==> src/design/spi_cfg_pkg.sv <==
`default_nettype none

package spi_cfg_pkg;

  // ~~~~~~~~~~~~~~~~~~~~~~~~~~~~~~~~~~~~~~~~~~~~~~~~~~~~~~~~~~~~~~~~~~~~~~~~~~
  // sck timing and byte framing
  localparam int SCK_DIV       = 8;  // clk cycles per sck period
  localparam int CS_GAP        = 1;  // sck periods with cs high between bytes
  localparam int BITS_PER_BYTE = 8;

  localparam int SCK_HI_START = SCK_DIV / 4;      // sck high in the middle half
  localparam int SCK_HI_END   = 3 * SCK_DIV / 4;

  localparam int SCK_CNT_W = $clog2(SCK_DIV);
  localparam int BIT_CNT_W = $clog2(BITS_PER_BYTE);
  localparam int GAP_CNT_W = $clog2(CS_GAP + 1);

endpackage

`default_nettype wire

==> src/design/disp_pkg.sv <==
`default_nettype none

package disp_pkg;

  // one byte on the wire plus its dc level
  typedef struct packed {
    logic       dc;    // 0 command, 1 data
    logic [7:0] data;
  } spi_item_t;

  typedef struct packed {
    logic [15:0] color;
    logic [15:0] count;  // pixels, 2 bytes each
  } fill_job_t;

  // ~~~~~~~~~~~~~~~~~~~~~~~~~~~~~~~~~~~~~~~~~~~~~~~~~~~~~~~~~~~~~~~~~~~~~~~~~~
  // wishbone register map
  localparam int WB_ADR_W = 3;
  localparam int WB_DAT_W = 16;

  localparam logic [WB_ADR_W-1:0] REG_CMD        = 3'd0;
  localparam logic [WB_ADR_W-1:0] REG_DATA       = 3'd1;
  localparam logic [WB_ADR_W-1:0] REG_FILL_COLOR = 3'd2;
  localparam logic [WB_ADR_W-1:0] REG_FILL_COUNT = 3'd3;  // write starts a job
  localparam logic [WB_ADR_W-1:0] REG_STATUS     = 3'd4;

  localparam int STAT_FULL  = 0;  // status bit positions
  localparam int STAT_EMPTY = 1;
  localparam int STAT_BUSY  = 2;

  localparam int HOST_QUEUE_DEPTH = 8;
  localparam int FILL_QUEUE_DEPTH = 2;

endpackage

`default_nettype wire

==> src/design/spi_client_if.sv <==
`default_nettype none

// per-byte request/ack/done channel
interface spi_client_if;

  logic                req;
  logic                ack;
  logic                done;
  logic                last;  // final byte of a fill run
  disp_pkg::spi_item_t item;

  modport source (
    output req, item, last,
    input  ack, done
  );

  modport arbiter (
    input  req, item, last,
    output ack, done
  );

  modport engine (input req, item, output ack, done);

endinterface

`default_nettype wire

==> src/design/sync_fifo.sv <==
`default_nettype none

module sync_fifo #(
  parameter type T     = logic [7:0],
  parameter int  DEPTH = 4
) (
  input  logic clk,
  input  logic rst,
  input  logic push,
  input  T     push_data,
  input  logic pop,
  output T     pop_data,
  output logic full,
  output logic empty
);

  T                           mem [DEPTH];
  logic [$clog2(DEPTH)-1:0]   wr_ptr;
  logic [$clog2(DEPTH)-1:0]   rd_ptr;
  logic [$clog2(DEPTH+1)-1:0] count;

  assign full     = int'(count) == DEPTH;
  assign empty    = count == '0;
  assign pop_data = mem[rd_ptr];  // head, next entry shows after a pop

  always_ff @(posedge clk)
  begin
    if (push)
      mem[wr_ptr] <= push_data;
  end

  always_ff @(posedge clk)
  begin
    if (rst)
    begin
      wr_ptr <= '0;
      rd_ptr <= '0;
      count  <= '0;
    end
    else
    begin
      if (push)
        wr_ptr <= (int'(wr_ptr) == DEPTH - 1) ? '0 : wr_ptr + 1'b1;
      if (pop)
        rd_ptr <= (int'(rd_ptr) == DEPTH - 1) ? '0 : rd_ptr + 1'b1;
      if (push && !pop)
        count <= count + 1'b1;
      else if (pop && !push)
        count <= count - 1'b1;
    end
  end

  a_no_overflow:  assert property (@(posedge clk) disable iff (rst) push |-> !full);
  a_no_underflow: assert property (@(posedge clk) disable iff (rst) pop |-> !empty);

endmodule

`default_nettype wire

==> src/design/host_wb_regs.sv <==
`default_nettype none

module host_wb_regs (
  input  logic                          clk,
  input  logic                          rst,
  input  logic                          wb_cyc,
  input  logic                          wb_stb,
  input  logic                          wb_we,
  input  logic [disp_pkg::WB_ADR_W-1:0] wb_adr,
  input  logic [disp_pkg::WB_DAT_W-1:0] wb_dat_w,
  output logic [disp_pkg::WB_DAT_W-1:0] wb_dat_r,
  output logic                          wb_ack,
  spi_client_if.source                  host_ch,
  input  logic                          fill_full,
  output logic                          fill_push,
  output disp_pkg::fill_job_t           fill_job,
  input  logic                          engine_busy,
  output logic                          busy
);
  import disp_pkg::*;

  spi_item_t           q_din;
  spi_item_t           q_head;
  logic                q_push;
  logic                q_full;
  logic                q_empty;
  logic                access;
  logic                wr_host;
  logic                wr_fill;
  logic                wait_done;  // byte handed over, not yet on the wire
  logic [15:0]         fill_color;
  logic [WB_DAT_W-1:0] status;

  assign access  = wb_cyc && wb_stb && !wb_ack;
  assign wr_host = access && wb_we && (wb_adr == REG_CMD || wb_adr == REG_DATA);
  assign wr_fill = access && wb_we && wb_adr == REG_FILL_COUNT;

  assign q_push    = wr_host && !q_full;
  assign q_din     = '{dc: (wb_adr == REG_DATA), data: wb_dat_w[7:0]};
  assign fill_push = wr_fill && !fill_full;
  assign fill_job  = '{color: fill_color, count: wb_dat_w};

  sync_fifo #(
    .T     (disp_pkg::spi_item_t),
    .DEPTH (HOST_QUEUE_DEPTH)
  ) u_host_q (
    .clk       (clk),
    .rst       (rst),
    .push      (q_push),
    .push_data (q_din),
    .pop       (host_ch.ack),
    .pop_data  (q_head),
    .full      (q_full),
    .empty     (q_empty)
  );

  assign host_ch.req  = !q_empty && !wait_done;
  assign host_ch.item = q_head;
  assign host_ch.last = 1'b0;

  assign busy = !q_empty || wait_done || engine_busy;

  always_comb
  begin
    status             = '0;
    status[STAT_FULL]  = q_full;
    status[STAT_EMPTY] = q_empty;
    status[STAT_BUSY]  = busy;
  end

  always_ff @(posedge clk)
  begin
    if (rst)
    begin
      wb_ack    <= 1'b0;
      wait_done <= 1'b0;
    end
    else
    begin
      // full queue stalls the ack
      wb_ack <= access && !(wr_host && q_full) && !(wr_fill && fill_full);
      if (host_ch.ack)
        wait_done <= 1'b1;
      else if (host_ch.done)
        wait_done <= 1'b0;
    end
  end

  always_ff @(posedge clk)
  begin
    if (access && wb_we && wb_adr == REG_FILL_COLOR)
      fill_color <= wb_dat_w;
    if (access && !wb_we)
      wb_dat_r <= (wb_adr == REG_FILL_COLOR) ? fill_color : status;
  end

  a_ack_in_cycle: assert property (@(posedge clk) disable iff (rst) wb_ack |-> wb_stb);

endmodule

`default_nettype wire

==> src/design/pixel_fill.sv <==
`default_nettype none

module pixel_fill (
  input  logic                clk,
  input  logic                rst,
  input  logic                fill_push,
  input  disp_pkg::fill_job_t fill_job,
  output logic                fill_full,
  spi_client_if.source        fill_ch,
  output logic                idle
);
  import disp_pkg::*;

  fill_job_t   job_head;
  logic        job_pop;
  logic        job_empty;
  logic        running;
  logic        hi_byte;    // next byte is the colour msb
  logic        wait_done;
  logic [15:0] color;
  logic [15:0] remaining;  // pixels not yet fully handed over

  sync_fifo #(
    .T     (disp_pkg::fill_job_t),
    .DEPTH (FILL_QUEUE_DEPTH)
  ) u_job_q (
    .clk       (clk),
    .rst       (rst),
    .push      (fill_push),
    .push_data (fill_job),
    .pop       (job_pop),
    .pop_data  (job_head),
    .full      (fill_full),
    .empty     (job_empty)
  );

  assign job_pop = !running && !job_empty;
  assign idle    = !running && job_empty;

  assign fill_ch.req  = running && !wait_done;
  assign fill_ch.item = '{dc: 1'b1, data: hi_byte ? color[15:8] : color[7:0]};
  assign fill_ch.last = !hi_byte && remaining == 16'd1;

  always_ff @(posedge clk)
  begin
    if (rst)
    begin
      running   <= 1'b0;
      hi_byte   <= 1'b1;
      wait_done <= 1'b0;
    end
    else
    begin
      if (job_pop)
      begin
        running <= job_head.count != 16'd0;  // empty job is dropped
        hi_byte <= 1'b1;
      end
      if (fill_ch.ack)
      begin
        wait_done <= 1'b1;
        hi_byte   <= !hi_byte;
      end
      if (fill_ch.done)
      begin
        wait_done <= 1'b0;
        if (remaining == 16'd0)
          running <= 1'b0;
      end
    end
  end

  always_ff @(posedge clk)
  begin
    if (job_pop)
    begin
      color     <= job_head.color;
      remaining <= job_head.count;
    end
    else if (fill_ch.ack && !hi_byte)
      remaining <= remaining - 16'd1;
  end

endmodule

`default_nettype wire

==> src/design/spi_bus_arbiter.sv <==
`default_nettype none

module spi_bus_arbiter (
  input  logic          clk,
  input  logic          rst,
  spi_client_if.arbiter host_ch,
  spi_client_if.arbiter fill_ch,
  spi_client_if.source  tx_ch
);

  typedef enum logic [1:0] {G_NONE, G_HOST, G_FILL} grant_t;

  grant_t grant;    // engine owner for one host byte or a whole fill run
  grant_t pick;
  grant_t sel;
  logic   rr_fill;  // fill wins the next tie
  logic   last_q;

  always_comb
  begin
    pick = G_NONE;
    if (host_ch.req && fill_ch.req)
      pick = rr_fill ? G_FILL : G_HOST;
    else if (host_ch.req)
      pick = G_HOST;
    else if (fill_ch.req)
      pick = G_FILL;
  end

  assign sel = (grant == G_NONE) ? pick : grant;

  assign tx_ch.req  = (sel == G_HOST && host_ch.req) || (sel == G_FILL && fill_ch.req);
  assign tx_ch.item = (sel == G_FILL) ? fill_ch.item : host_ch.item;
  assign tx_ch.last = (sel == G_FILL) ? fill_ch.last : host_ch.last;

  assign host_ch.ack  = tx_ch.ack && sel == G_HOST;
  assign host_ch.done = tx_ch.done && sel == G_HOST;
  assign fill_ch.ack  = tx_ch.ack && sel == G_FILL;
  assign fill_ch.done = tx_ch.done && sel == G_FILL;

  always_ff @(posedge clk)
  begin
    if (rst)
    begin
      grant   <= G_NONE;
      rr_fill <= 1'b0;
      last_q  <= 1'b0;
    end
    else
    begin
      if (tx_ch.ack)
      begin
        grant  <= sel;
        last_q <= tx_ch.last;
      end
      if (tx_ch.done)
      begin
        if (sel == G_HOST)
        begin
          grant   <= G_NONE;  // one byte per host grant
          rr_fill <= 1'b1;
        end
        else if (last_q)
        begin
          grant   <= G_NONE;
          rr_fill <= 1'b0;
        end
      end
    end
  end

  // every engine ack lands on exactly one source
  a_one_ack: assert property (@(posedge clk) disable iff (rst)
    tx_ch.ack |-> $onehot({host_ch.ack, fill_ch.ack}));

  // done only ends a byte that an owner took
  a_grant_held: assert property (@(posedge clk) disable iff (rst)
    tx_ch.done |-> grant != G_NONE);

endmodule

`default_nettype wire

==> src/design/spi_byte_tx.sv <==
`default_nettype none

module spi_byte_tx (
  input  logic         clk,
  input  logic         rst,
  spi_client_if.engine tx_ch,
  output logic         sck,
  output logic         cs,
  output logic         dc,
  output logic         mosi,
  output logic         active
);
  import spi_cfg_pkg::*;

  typedef enum logic [1:0] {ST_IDLE, ST_LEAD, ST_SHIFT} state_t;

  state_t                   state;
  logic [SCK_CNT_W-1:0]     div_cnt;
  logic [BIT_CNT_W-1:0]     bit_cnt;
  logic [GAP_CNT_W-1:0]     gap_cnt;  // cs-high periods still owed
  logic [BITS_PER_BYTE-1:0] shreg;
  logic                     boundary;
  logic                     gap_ok;
  logic                     last_bit;
  logic                     sck_next;

  // ~~~~~~~~~~~~~~~~~~~~~~~~~~~~~~~~~~~~~~~~~~~~~~~~~~~~~~~~~~~~~~~~~~~~~~~~~~
  // period boundaries and sck
  assign boundary = int'(div_cnt) == SCK_DIV - 1;
  assign gap_ok   = int'(gap_cnt) <= 1;  // this boundary closes the gap
  assign last_bit = int'(bit_cnt) == BITS_PER_BYTE - 1;
  assign sck_next = state == ST_SHIFT && int'(div_cnt) >= SCK_HI_START - 1
                    && int'(div_cnt) < SCK_HI_END - 1;

  assign tx_ch.ack  = state == ST_IDLE && boundary && tx_ch.req && gap_ok;
  assign tx_ch.done = state == ST_SHIFT && boundary && last_bit;
  assign active     = state != ST_IDLE || gap_cnt != '0;

  // ~~~~~~~~~~~~~~~~~~~~~~~~~~~~~~~~~~~~~~~~~~~~~~~~~~~~~~~~~~~~~~~~~~~~~~~~~~
  // byte framing
  always_ff @(posedge clk)
  begin
    if (rst)
    begin
      state   <= ST_IDLE;
      div_cnt <= '0;
      bit_cnt <= '0;
      gap_cnt <= '0;
      sck     <= 1'b0;
      cs      <= 1'b1;
      dc      <= 1'b0;
      mosi    <= 1'b0;
    end
    else
    begin
      div_cnt <= boundary ? '0 : div_cnt + 1'b1;
      sck     <= sck_next;
      if (boundary)
      begin
        case (state)
          ST_IDLE:
          begin
            if (tx_ch.ack)
            begin
              cs      <= 1'b0;  // one lead period before bit 7
              dc      <= tx_ch.item.dc;
              gap_cnt <= '0;
              state   <= ST_LEAD;
            end
            else if (gap_cnt != '0)
              gap_cnt <= gap_cnt - 1'b1;
          end
          ST_LEAD:
          begin
            mosi    <= shreg[BITS_PER_BYTE-1];
            bit_cnt <= '0;
            state   <= ST_SHIFT;
          end
          ST_SHIFT:
          begin
            if (last_bit)
            begin
              cs      <= 1'b1;
              mosi    <= 1'b0;
              gap_cnt <= GAP_CNT_W'(CS_GAP);
              state   <= ST_IDLE;
            end
            else
            begin
              mosi    <= shreg[BITS_PER_BYTE-1];  // msb first
              bit_cnt <= bit_cnt + 1'b1;
            end
          end
          default: state <= ST_IDLE;
        endcase
      end
    end
  end

  always_ff @(posedge clk)
  begin
    if (tx_ch.ack)
      shreg <= tx_ch.item.data;
    else if (boundary && (state == ST_LEAD || (state == ST_SHIFT && !last_bit)))
      shreg <= shreg << 1;
  end

  a_sck_idle_low: assert property (@(posedge clk) disable iff (rst) cs |-> !sck);
  a_dc_stable:    assert property (@(posedge clk) disable iff (rst)
    (!cs && !$past(cs)) |-> $stable(dc));

endmodule

`default_nettype wire

==> src/design/display_spi_top.sv <==
`default_nettype none

module display_spi_top (
  input  logic                          clk,
  input  logic                          rst,
  input  logic                          wb_cyc,
  input  logic                          wb_stb,
  input  logic                          wb_we,
  input  logic [disp_pkg::WB_ADR_W-1:0] wb_adr,
  input  logic [disp_pkg::WB_DAT_W-1:0] wb_dat_w,
  output logic [disp_pkg::WB_DAT_W-1:0] wb_dat_r,
  output logic                          wb_ack,
  output logic                          sck,
  output logic                          cs,
  output logic                          dc,
  output logic                          mosi,
  output logic                          busy
);
  import disp_pkg::*;

  fill_job_t fill_job;
  logic      fill_push;
  logic      fill_full;
  logic      fill_idle;
  logic      tx_active;

  spi_client_if host_ch ();
  spi_client_if fill_ch ();
  spi_client_if tx_ch ();

  host_wb_regs u_regs (
    .clk         (clk),
    .rst         (rst),
    .wb_cyc      (wb_cyc),
    .wb_stb      (wb_stb),
    .wb_we       (wb_we),
    .wb_adr      (wb_adr),
    .wb_dat_w    (wb_dat_w),
    .wb_dat_r    (wb_dat_r),
    .wb_ack      (wb_ack),
    .host_ch     (host_ch.source),
    .fill_full   (fill_full),
    .fill_push   (fill_push),
    .fill_job    (fill_job),
    .engine_busy (tx_active || !fill_idle),  // fill run counts as busy
    .busy        (busy)
  );

  pixel_fill u_fill (
    .clk       (clk),
    .rst       (rst),
    .fill_push (fill_push),
    .fill_job  (fill_job),
    .fill_full (fill_full),
    .fill_ch   (fill_ch.source),
    .idle      (fill_idle)
  );

  spi_bus_arbiter u_arb (
    .clk     (clk),
    .rst     (rst),
    .host_ch (host_ch.arbiter),
    .fill_ch (fill_ch.arbiter),
    .tx_ch   (tx_ch.source)
  );

  spi_byte_tx u_tx (
    .clk    (clk),
    .rst    (rst),
    .tx_ch  (tx_ch.engine),
    .sck    (sck),
    .cs     (cs),
    .dc     (dc),
    .mosi   (mosi),
    .active (tx_active)
  );

endmodule

`default_nettype wire

==> config.mk <==
export PLATFORM = sky130hd
export DESIGN_NAME = display_spi_top
export DESIGN_NICKNAME = d
export VERILOG_FILES = /design/src/design/spi_cfg_pkg.sv /design/src/design/disp_pkg.sv /design/src/design/spi_client_if.sv /design/src/design/sync_fifo.sv /design/src/design/host_wb_regs.sv /design/src/design/pixel_fill.sv /design/src/design/spi_bus_arbiter.sv /design/src/design/spi_byte_tx.sv /design/src/design/display_spi_top.sv
export SDC_FILE = /design/constraint.sdc
export NUM_CORES = 1
export LEC_CHECK = 0
export BUFFER_PORTS_ARGS = -buffer_cell sky130_fd_sc_hd__buf_2
export CAP_MARGIN = 20
export CORE_UTILIZATION = 58
export DETAILED_ROUTE_END_ITERATION = 7
export PLACE_DENSITY_LB_ADDON = 0.25
export SYNTH_ARGS = -nofsm -noshare
export SYNTH_HDL_FRONTEND = slang
export SYNTH_SLANG_ARGS = --single-unit
==> constraint.sdc <==
create_clock -name clk -period 4 [get_ports clk]
set_input_delay 0 -clock clk [delete_from_list [all_inputs] [get_ports clk]]
set_output_delay 0 -clock clk [all_outputs]
set_load 0.005 [all_outputs]
==> results of run 1 <==
-- timing repair --
item                      in CTS  in global routing
hold endpoints to repair     129                  0
setup buffers                  0                  0
hold buffers                  20                  0
-- cell usage after synthesis (all sizes together) (15+ instances only) --
library cell and number:
a211oi 28, a21oi 24, and2 24, clkbuf 24, dfxtp 40, edfxtp 208
ha 19, mux2 19, mux2i 15, mux4 18, nand2 20, nor2 34
nor2b 30, o21ai 20
-- through the flow --
step	utilization, %	hold WS [ns]	power (W)	area, um^2
3_3_place_gp	63.0	0.209	0.00423	10600
6_report	69.0	0.0404	0.00652	11600
2_1_floorplan	-	0.0989	0.00397	10100
3_5_place_dp	63.0	0.217	0.00429	10600
5_1_grt	69.0	0.0493	0.00677	11600
4_1_cts	69.0	0.0110	0.00655	11600
-- registers in the layout (all words and copies together), names as in the netlist, 4 cells and up, named ones only --
| signal | cells |
|---|---|
| u_regs.u_host_q.mem | 72 |
| u_fill.u_job_q.mem | 64 |
| u_tx.shreg | 8 |
| u_fill.color | 16 |
| u_regs.fill_color | 16 |
| u_regs.u_host_q.count | 4 |
| u_fill.remaining | 16 |
| u_regs.wb_dat_r | 16 |
-- metal layers --
| metal | part of all wire [%] | routed length, um | vias up |
|---|---|---|---|
| met3 | 6.6 | 1380 | 38 |
| met5 | 0 | 0 | - |
| met1 | 42 | 8890 | 2959 |
| met4 | 2.4 | 505 | 0 |
| met2 | 49 | 10300 | 218 |
| li1 | - | - | 2723 |
-- report_power, final --
| group | switching, W | internal, W |
|---|---|---|
| clock | 0.000952 | 0.00130 |
| sequential | 0.000160 | 0.00311 |
| combinational | 0.000629 | 0.000374 |
-- worst paths after layout --
| kind | from | end | slack (ns) | depth (start not counted) |
|---|---|---|---|---|
| hold reg to reg | u_regs.fill_color[3] | u_fill.u_job_q.mem[0][19] | 0.47 | 0 |
| setup / recovery | u_regs.u_host_q.count[0] | u_regs.u_host_q.count[3] | 0.65 | 10 |
| hold / removal | rst | u_tx.mosi | 0.04 | 2 |
| setup reg to reg | u_regs.u_host_q.count[0] | u_regs.u_host_q.count[3] | 0.65 | 10 |
-- final cells by class --
cell class / instances / area, um^2
clock inverters: 16 / 118
fillers: 1136 / 5220
inverters: 13 / 48.8
flip-flops and latches: 248 / 7050
repair buffers: 75 / 500
clock buffers: 30 / 687
multi-input cells: 375 / 2920
well taps: 220 / 275
-- kinds of logic (layout without fill, tap and decap cells) --
group / Yosys count / after routing
compound gates: 105 / 105
xor+xnor: 17 / 17
fa+ha+maj: 20 / 20
buf+inv: 44 / 134
flops: 248 / 248
mux: 52 / 52
simple gates: 181 / 181
-- worst max-delay path: cells and delay by family (launching register included) --
kind                       cells  cell delay [ns]
buffers and inverters          2             0.31
AOI/OAI and AO/OA              2             0.40
DFF                            1             0.39
adders and majority gates      2             0.48
muxes                          2             0.58
and+or+nand+nor                2             1.08
==> results.ini, run 1 <==
[yosys]
synth-edff-count=208
synth_top_family_by_area=simple AND/OR/NAND/NOR gates
ys_top_cells_by_area=edfxtp_1, dfxtp_1, mux4_2, ha_1, mux2_2
synth_seq_cells=248
yosysUniqueCellTypes=53
synth_mux_area_share_pct=7.61
synth_xor_area_share_pct=1.47
synth-compound-area-share_pct=6.82
synth_simple_gate_area_share_pct=10.2
syn_avg_cell_area_um2=15.2
synthArstFlopShare_pct=0
synthFlopType=edfxtp_1
yosysTopAreaCellShare_pct=61.8
synth_cells=667
yosysTopAreaCell=edfxtp_1
syn_nets=711
seq_area_frac_synth_pct=69.7
yosysWarnings=0
synth_adder_area_share_pct=2.55
synth_area_um2=10100

[routing]
antenna_left=0
drt_iter0_markers=545
drcViolationCount=0
dr.pass1.iters=5
vias=5938
via_per_inst=6.08
wl_per_cell_um=21.6
finalWirelength_um=21100

[clock_network]
cts_resized=0
clockBufferDepth=3
htreeDepth=1
cts_tree=yes
clockRootBuffer=clkbuf_16
clk_latency_ns=0.53
path_clk_slew_ns=0.06
cts_sinks=248
cts_made_buffers=26

[global_routing]
met1_usage_pct=33.2
grt_overflow=0
antenna_found_initial=0
grt.total_usage_pct=24.2
met2_usage_pct=39.3
grt_busiest_layer=met2
grt_pass1_wl_um=32400
first_global_vias=5868
met3_usage_pct=4.20
grt_max_degree=48

[floorplanning]
num_rows=47
ioPinCount=46
start_util_pct=60.1
fp.dieH_um=134
fp.dieArea_um2=18000
coreArea_um2=16800
die_w_um=134

[timing]
fin_setup_tns_ns=0
setup_viol=0
fmax_mhz=299
fin_worst_skew_ns=0.0153
rsz0062_at_grt=false
layout_setup_ws_ns=0.652
slew_headroom_pct=30.1
hold_violations=0
post-route-min-period_ns=3.35
slew_viol_final=0
fin_crit_sh_pct=83.7
worstMarginPinSlew_ns=1.05

[power]
power_density_nw_per_um2=562
vdd_drop_max_v=0.000486
leakage_nw=3.83

[setup_path]
cp_cell_sequence=or4b_2, nand3_1, inv_1, ha_1, inv_1, ha_1, a21o_1, a21oi_1, mux2i_1, mux2_2
end_kind=flop
cp.arrival_ns=3.76
start_kind=flop
cp.required_ns=4.41
path_max_fanout=9
max_stage_delay_ns=0.72
critical_path_class=flop to flop
crit_path_top_delay_cell=or4b_2

[cells_and_area]
final_common_cell=edfxtp_1
antenna_cells=0
areaGrowthSynthToFinish_pct=14.7
most-common-layout-cells=edfxtp_1, buf_2, dfxtp_1
nets=783
drive_gt1_share_pct=18.9
instances_no_fill=977

[outcome]
outcome=completed

[place]
gp_congestion=0.844
dp_cells=911
post-dp-hpwl_um=13300
place_ws_ns=0.707
portBuffers=45

[worst_hold_path]
hold_path.class=primary input to flop

[run]
drv_cap=0

Power figures use the tool's default switching activity.
==> inputs of run 2 (changes only) <==
- ABC_AREA: not set -> 1
- clock period: 4 -> 3.45 ns (I/O delays scaled with it)
==> run 2 against run 1 <==
Compared with the run above:
- combinational power up 21%
- non-clock buffer count is 8 higher
- die area rose by 1.3%
- count of clock-buffer cells in the layout is 2 lower
- critical path type unchanged
- critical endpoint unchanged
- largest power group unchanged
==> results.ini, run 2 <==
[worst_hold_path]
min-delay-start=wb_we
holdPathStages=3
min_to=u_regs.wb_dat_r[1]
hold_path.class=primary input to flop

[setup_path]
critical_path_class=flop to flop
end_kind=flop
cp.arrival_ns=3.21
reg2reg_to=u_regs.u_host_q.count[3]
path_max_fanout=8
start_kind=flop
r2r_cells=16
cp.required_ns=3.89
r2r_slack_ns=0.68
r2r_start=u_regs.u_host_q.count[0]

[routing]
finalWirelength_um=20500
wl_per_cell_um=16.9
drt_iter0_markers=496
dr.pass1.iters=5
vias=6683
via_per_inst=5.51
antenna_left=0
drcViolationCount=0

[yosys]
synthArstFlopShare_pct=0
synth.most_common_cell=edfxtp_1
synth_area_um2=10300
synthFlopType=edfxtp_1
ys_top_cells_by_area=edfxtp_1, dfxtp_1, nand2_1, nor2_1, o21ai_0
syn_nets=929
syn_avg_cell_area_um2=11.6
yosysTopAreaCell=edfxtp_1
yosysUniqueCellTypes=44
yosysTopAreaCellShare_pct=60.9
synth_seq_cells=248
synth_common_cells=edfxtp_1, nand2_1, nor2_1, o21ai_0, inv_1
synth-edff-count=208
synth_cells=885
yosysWarnings=0
seq_area_frac_synth_pct=68.7

[global_routing]
antenna_found_initial=0
grt.total_usage_pct=23.5
first_global_vias=6441
grt_max_degree=37
grt_overflow=0
grt_pass1_wl_um=32700

[floorplanning]
die_w_um=135
fp.dieArea_um2=18200
start_util_pct=59.3
num_rows=48
ioPinCount=46
coreArea_um2=17300
fp.dieH_um=135

[timing]
fin_crit_sh_pct=80.3
rsz0062_at_grt=false
slew_viol_final=0
fin_setup_tns_ns=0
setup_viol=0
fmax_mhz=361
slew_headroom_pct=37.5
hold_violations=0
post-route-min-period_ns=2.77
worstMarginPinSlew_ns=0.937
fin_worst_skew_ns=0.0307

[clock_network]
postCtsSetupRepairBufs=0
clockRootBuffer=clkbuf_16
clockBufferDepth=3
cts_made_buffers=25
htreeDepth=1
cts_sinks=248
cts_tree=yes
path_clk_slew_ns=0.06
clk_latency_ns=0.52
cts_hold_buf=22
cts_resized=0

[power]
switchingPower_w=0.00207
power_w=0.00762
intPower_w=0.00554
vdd_drop_max_v=0.000447
power_frac_seq_pct=49.5
clock_power_share_pct=34.7
pwr-share-comb_pct=15.9
swShare_pct=27.2
leakage_nw=4.51
power_density_nw_per_um2=646

[place]
portBuffers=45
gp_congestion=0.884
post-dp-hpwl_um=12900

[cells_and_area]
nets=1013
drive_gt1_share_pct=14.1
top_register=u_regs.u_host_q.mem
most-common-layout-cells=edfxtp_1, nand2_1, nor2_1
antenna_cells=0
largest_register_ffs=72
areaGrowthSynthToFinish_pct=15.0
final_common_cell=edfxtp_1
reg.largest.list=u_regs.u_host_q.mem: 72 flops, u_fill.u_job_q.mem: 64 flops

[outcome]
outcome=completed

[run]
drv_cap=0

run 2: changes by cell type in the layout (fill, tap and decap cells not counted), sizes merged, moves of 18 or more:
cell	before	now
inv	13	73
nor2	34	124
nand3	5	31
mux2	19	0
a211oi	28	1
mux4	18	0
nand2	20	168
o21ai	20	82
and2	24	0
nor2b	30	0
run 2: area by class of cell:
class,instances,area (um^2)
multi-input cells,539,2830
inverters,72,273
clock buffers,28,637
fillers,1259,5510
repair buffers,83,566
well taps,225,282
clock inverters,17,160
flip-flops and latches,248,7050
run 2: logic make-up after synthesis:
logic type | share of synthesized area, %
mux | 1.27
fa+ha+maj | 2.51
xor+xnor | 0.940
flops | 68.7
simple gates | 15.1
compound gates | 7.64
buf+inv | 3.83
run 2: per-layer routing:
layer  wire [um]  up-vias  GRT usage [%]
li1            -     3235              -
met1        9320     3215           33.4
met2        9680      203           38.3
met3        1080       30           3.04
met4         404        0           6.87
met5           0        -              0
run 2: through the flow:
| stage | util [%] | hold WS (ns) | cell area [um^2] | worst slack, ns | std cells |
|---|---|---|---|---|---|
| 2_1_floorplan | - | 0.0989 | 10300 | 0.605 | 885 |
| 3_3_place_gp | 62.3 | 0.207 | 10800 | 0.807 | 1145 |
| 3_5_place_dp | 62.3 | 0.212 | 10800 | 0.693 | 1145 |
| 4_1_cts | 68.2 | 0.00822 | 11800 | 0.689 | 1212 |
| 5_1_grt | 68.2 | 0.0137 | 11800 | 0.469 | 1212 |
| 6_report | 68.2 | 0.0126 | 11800 | 0.678 | 1212 |
run 2: how the worst max path moves through the flow:
stage	start	end	slack (ns)
floorplan	u_regs.wb_ack	u_fill.u_job_q.mem[1][0]	0.61
global placement	u_regs.u_host_q.count[0]	u_regs.u_host_q.count[3]	0.81
detailed placement	u_regs.u_host_q.count[0]	u_regs.u_host_q.count[3]	0.69
CTS	u_regs.u_host_q.count[0]	u_regs.u_host_q.count[3]	0.69
global route	u_regs.u_host_q.count[0]	u_regs.u_host_q.count[3]	0.47
finish	u_regs.u_host_q.count[0]	u_regs.u_host_q.count[3]	0.68
run 2: critical path: stages (launching register included):
cell,delay [ns]
dfxtp_1,0.37
nor2_2,0.22
nand2_4,0.09
nand2_4,0.08
nor2_1,0.06
nor2_4,0.12
nand3_2,0.12
nand2_4,0.12
nand3_4,0.12
ha_1,0.25
inv_1,0.12
ha_1,0.27
and3_1,0.18
a211oi_1,0.24
xor2_1,0.18
nand2_1,0.06
a21oi_1,0.11
run 2: power groups by stage:
stage / sequential [W] / combinational, W / clock (W)
after floorplan: 0.00379 / 0.000880 / 0
after global placement: 0.00382 / 0.00116 / 0
after detailed placement: 0.00383 / 0.00119 / 0
after CTS: 0.00377 / 0.00121 / 0.00268
after global routing: 0.00380 / 0.00137 / 0.00278
final: 0.00377 / 0.00121 / 0.00264
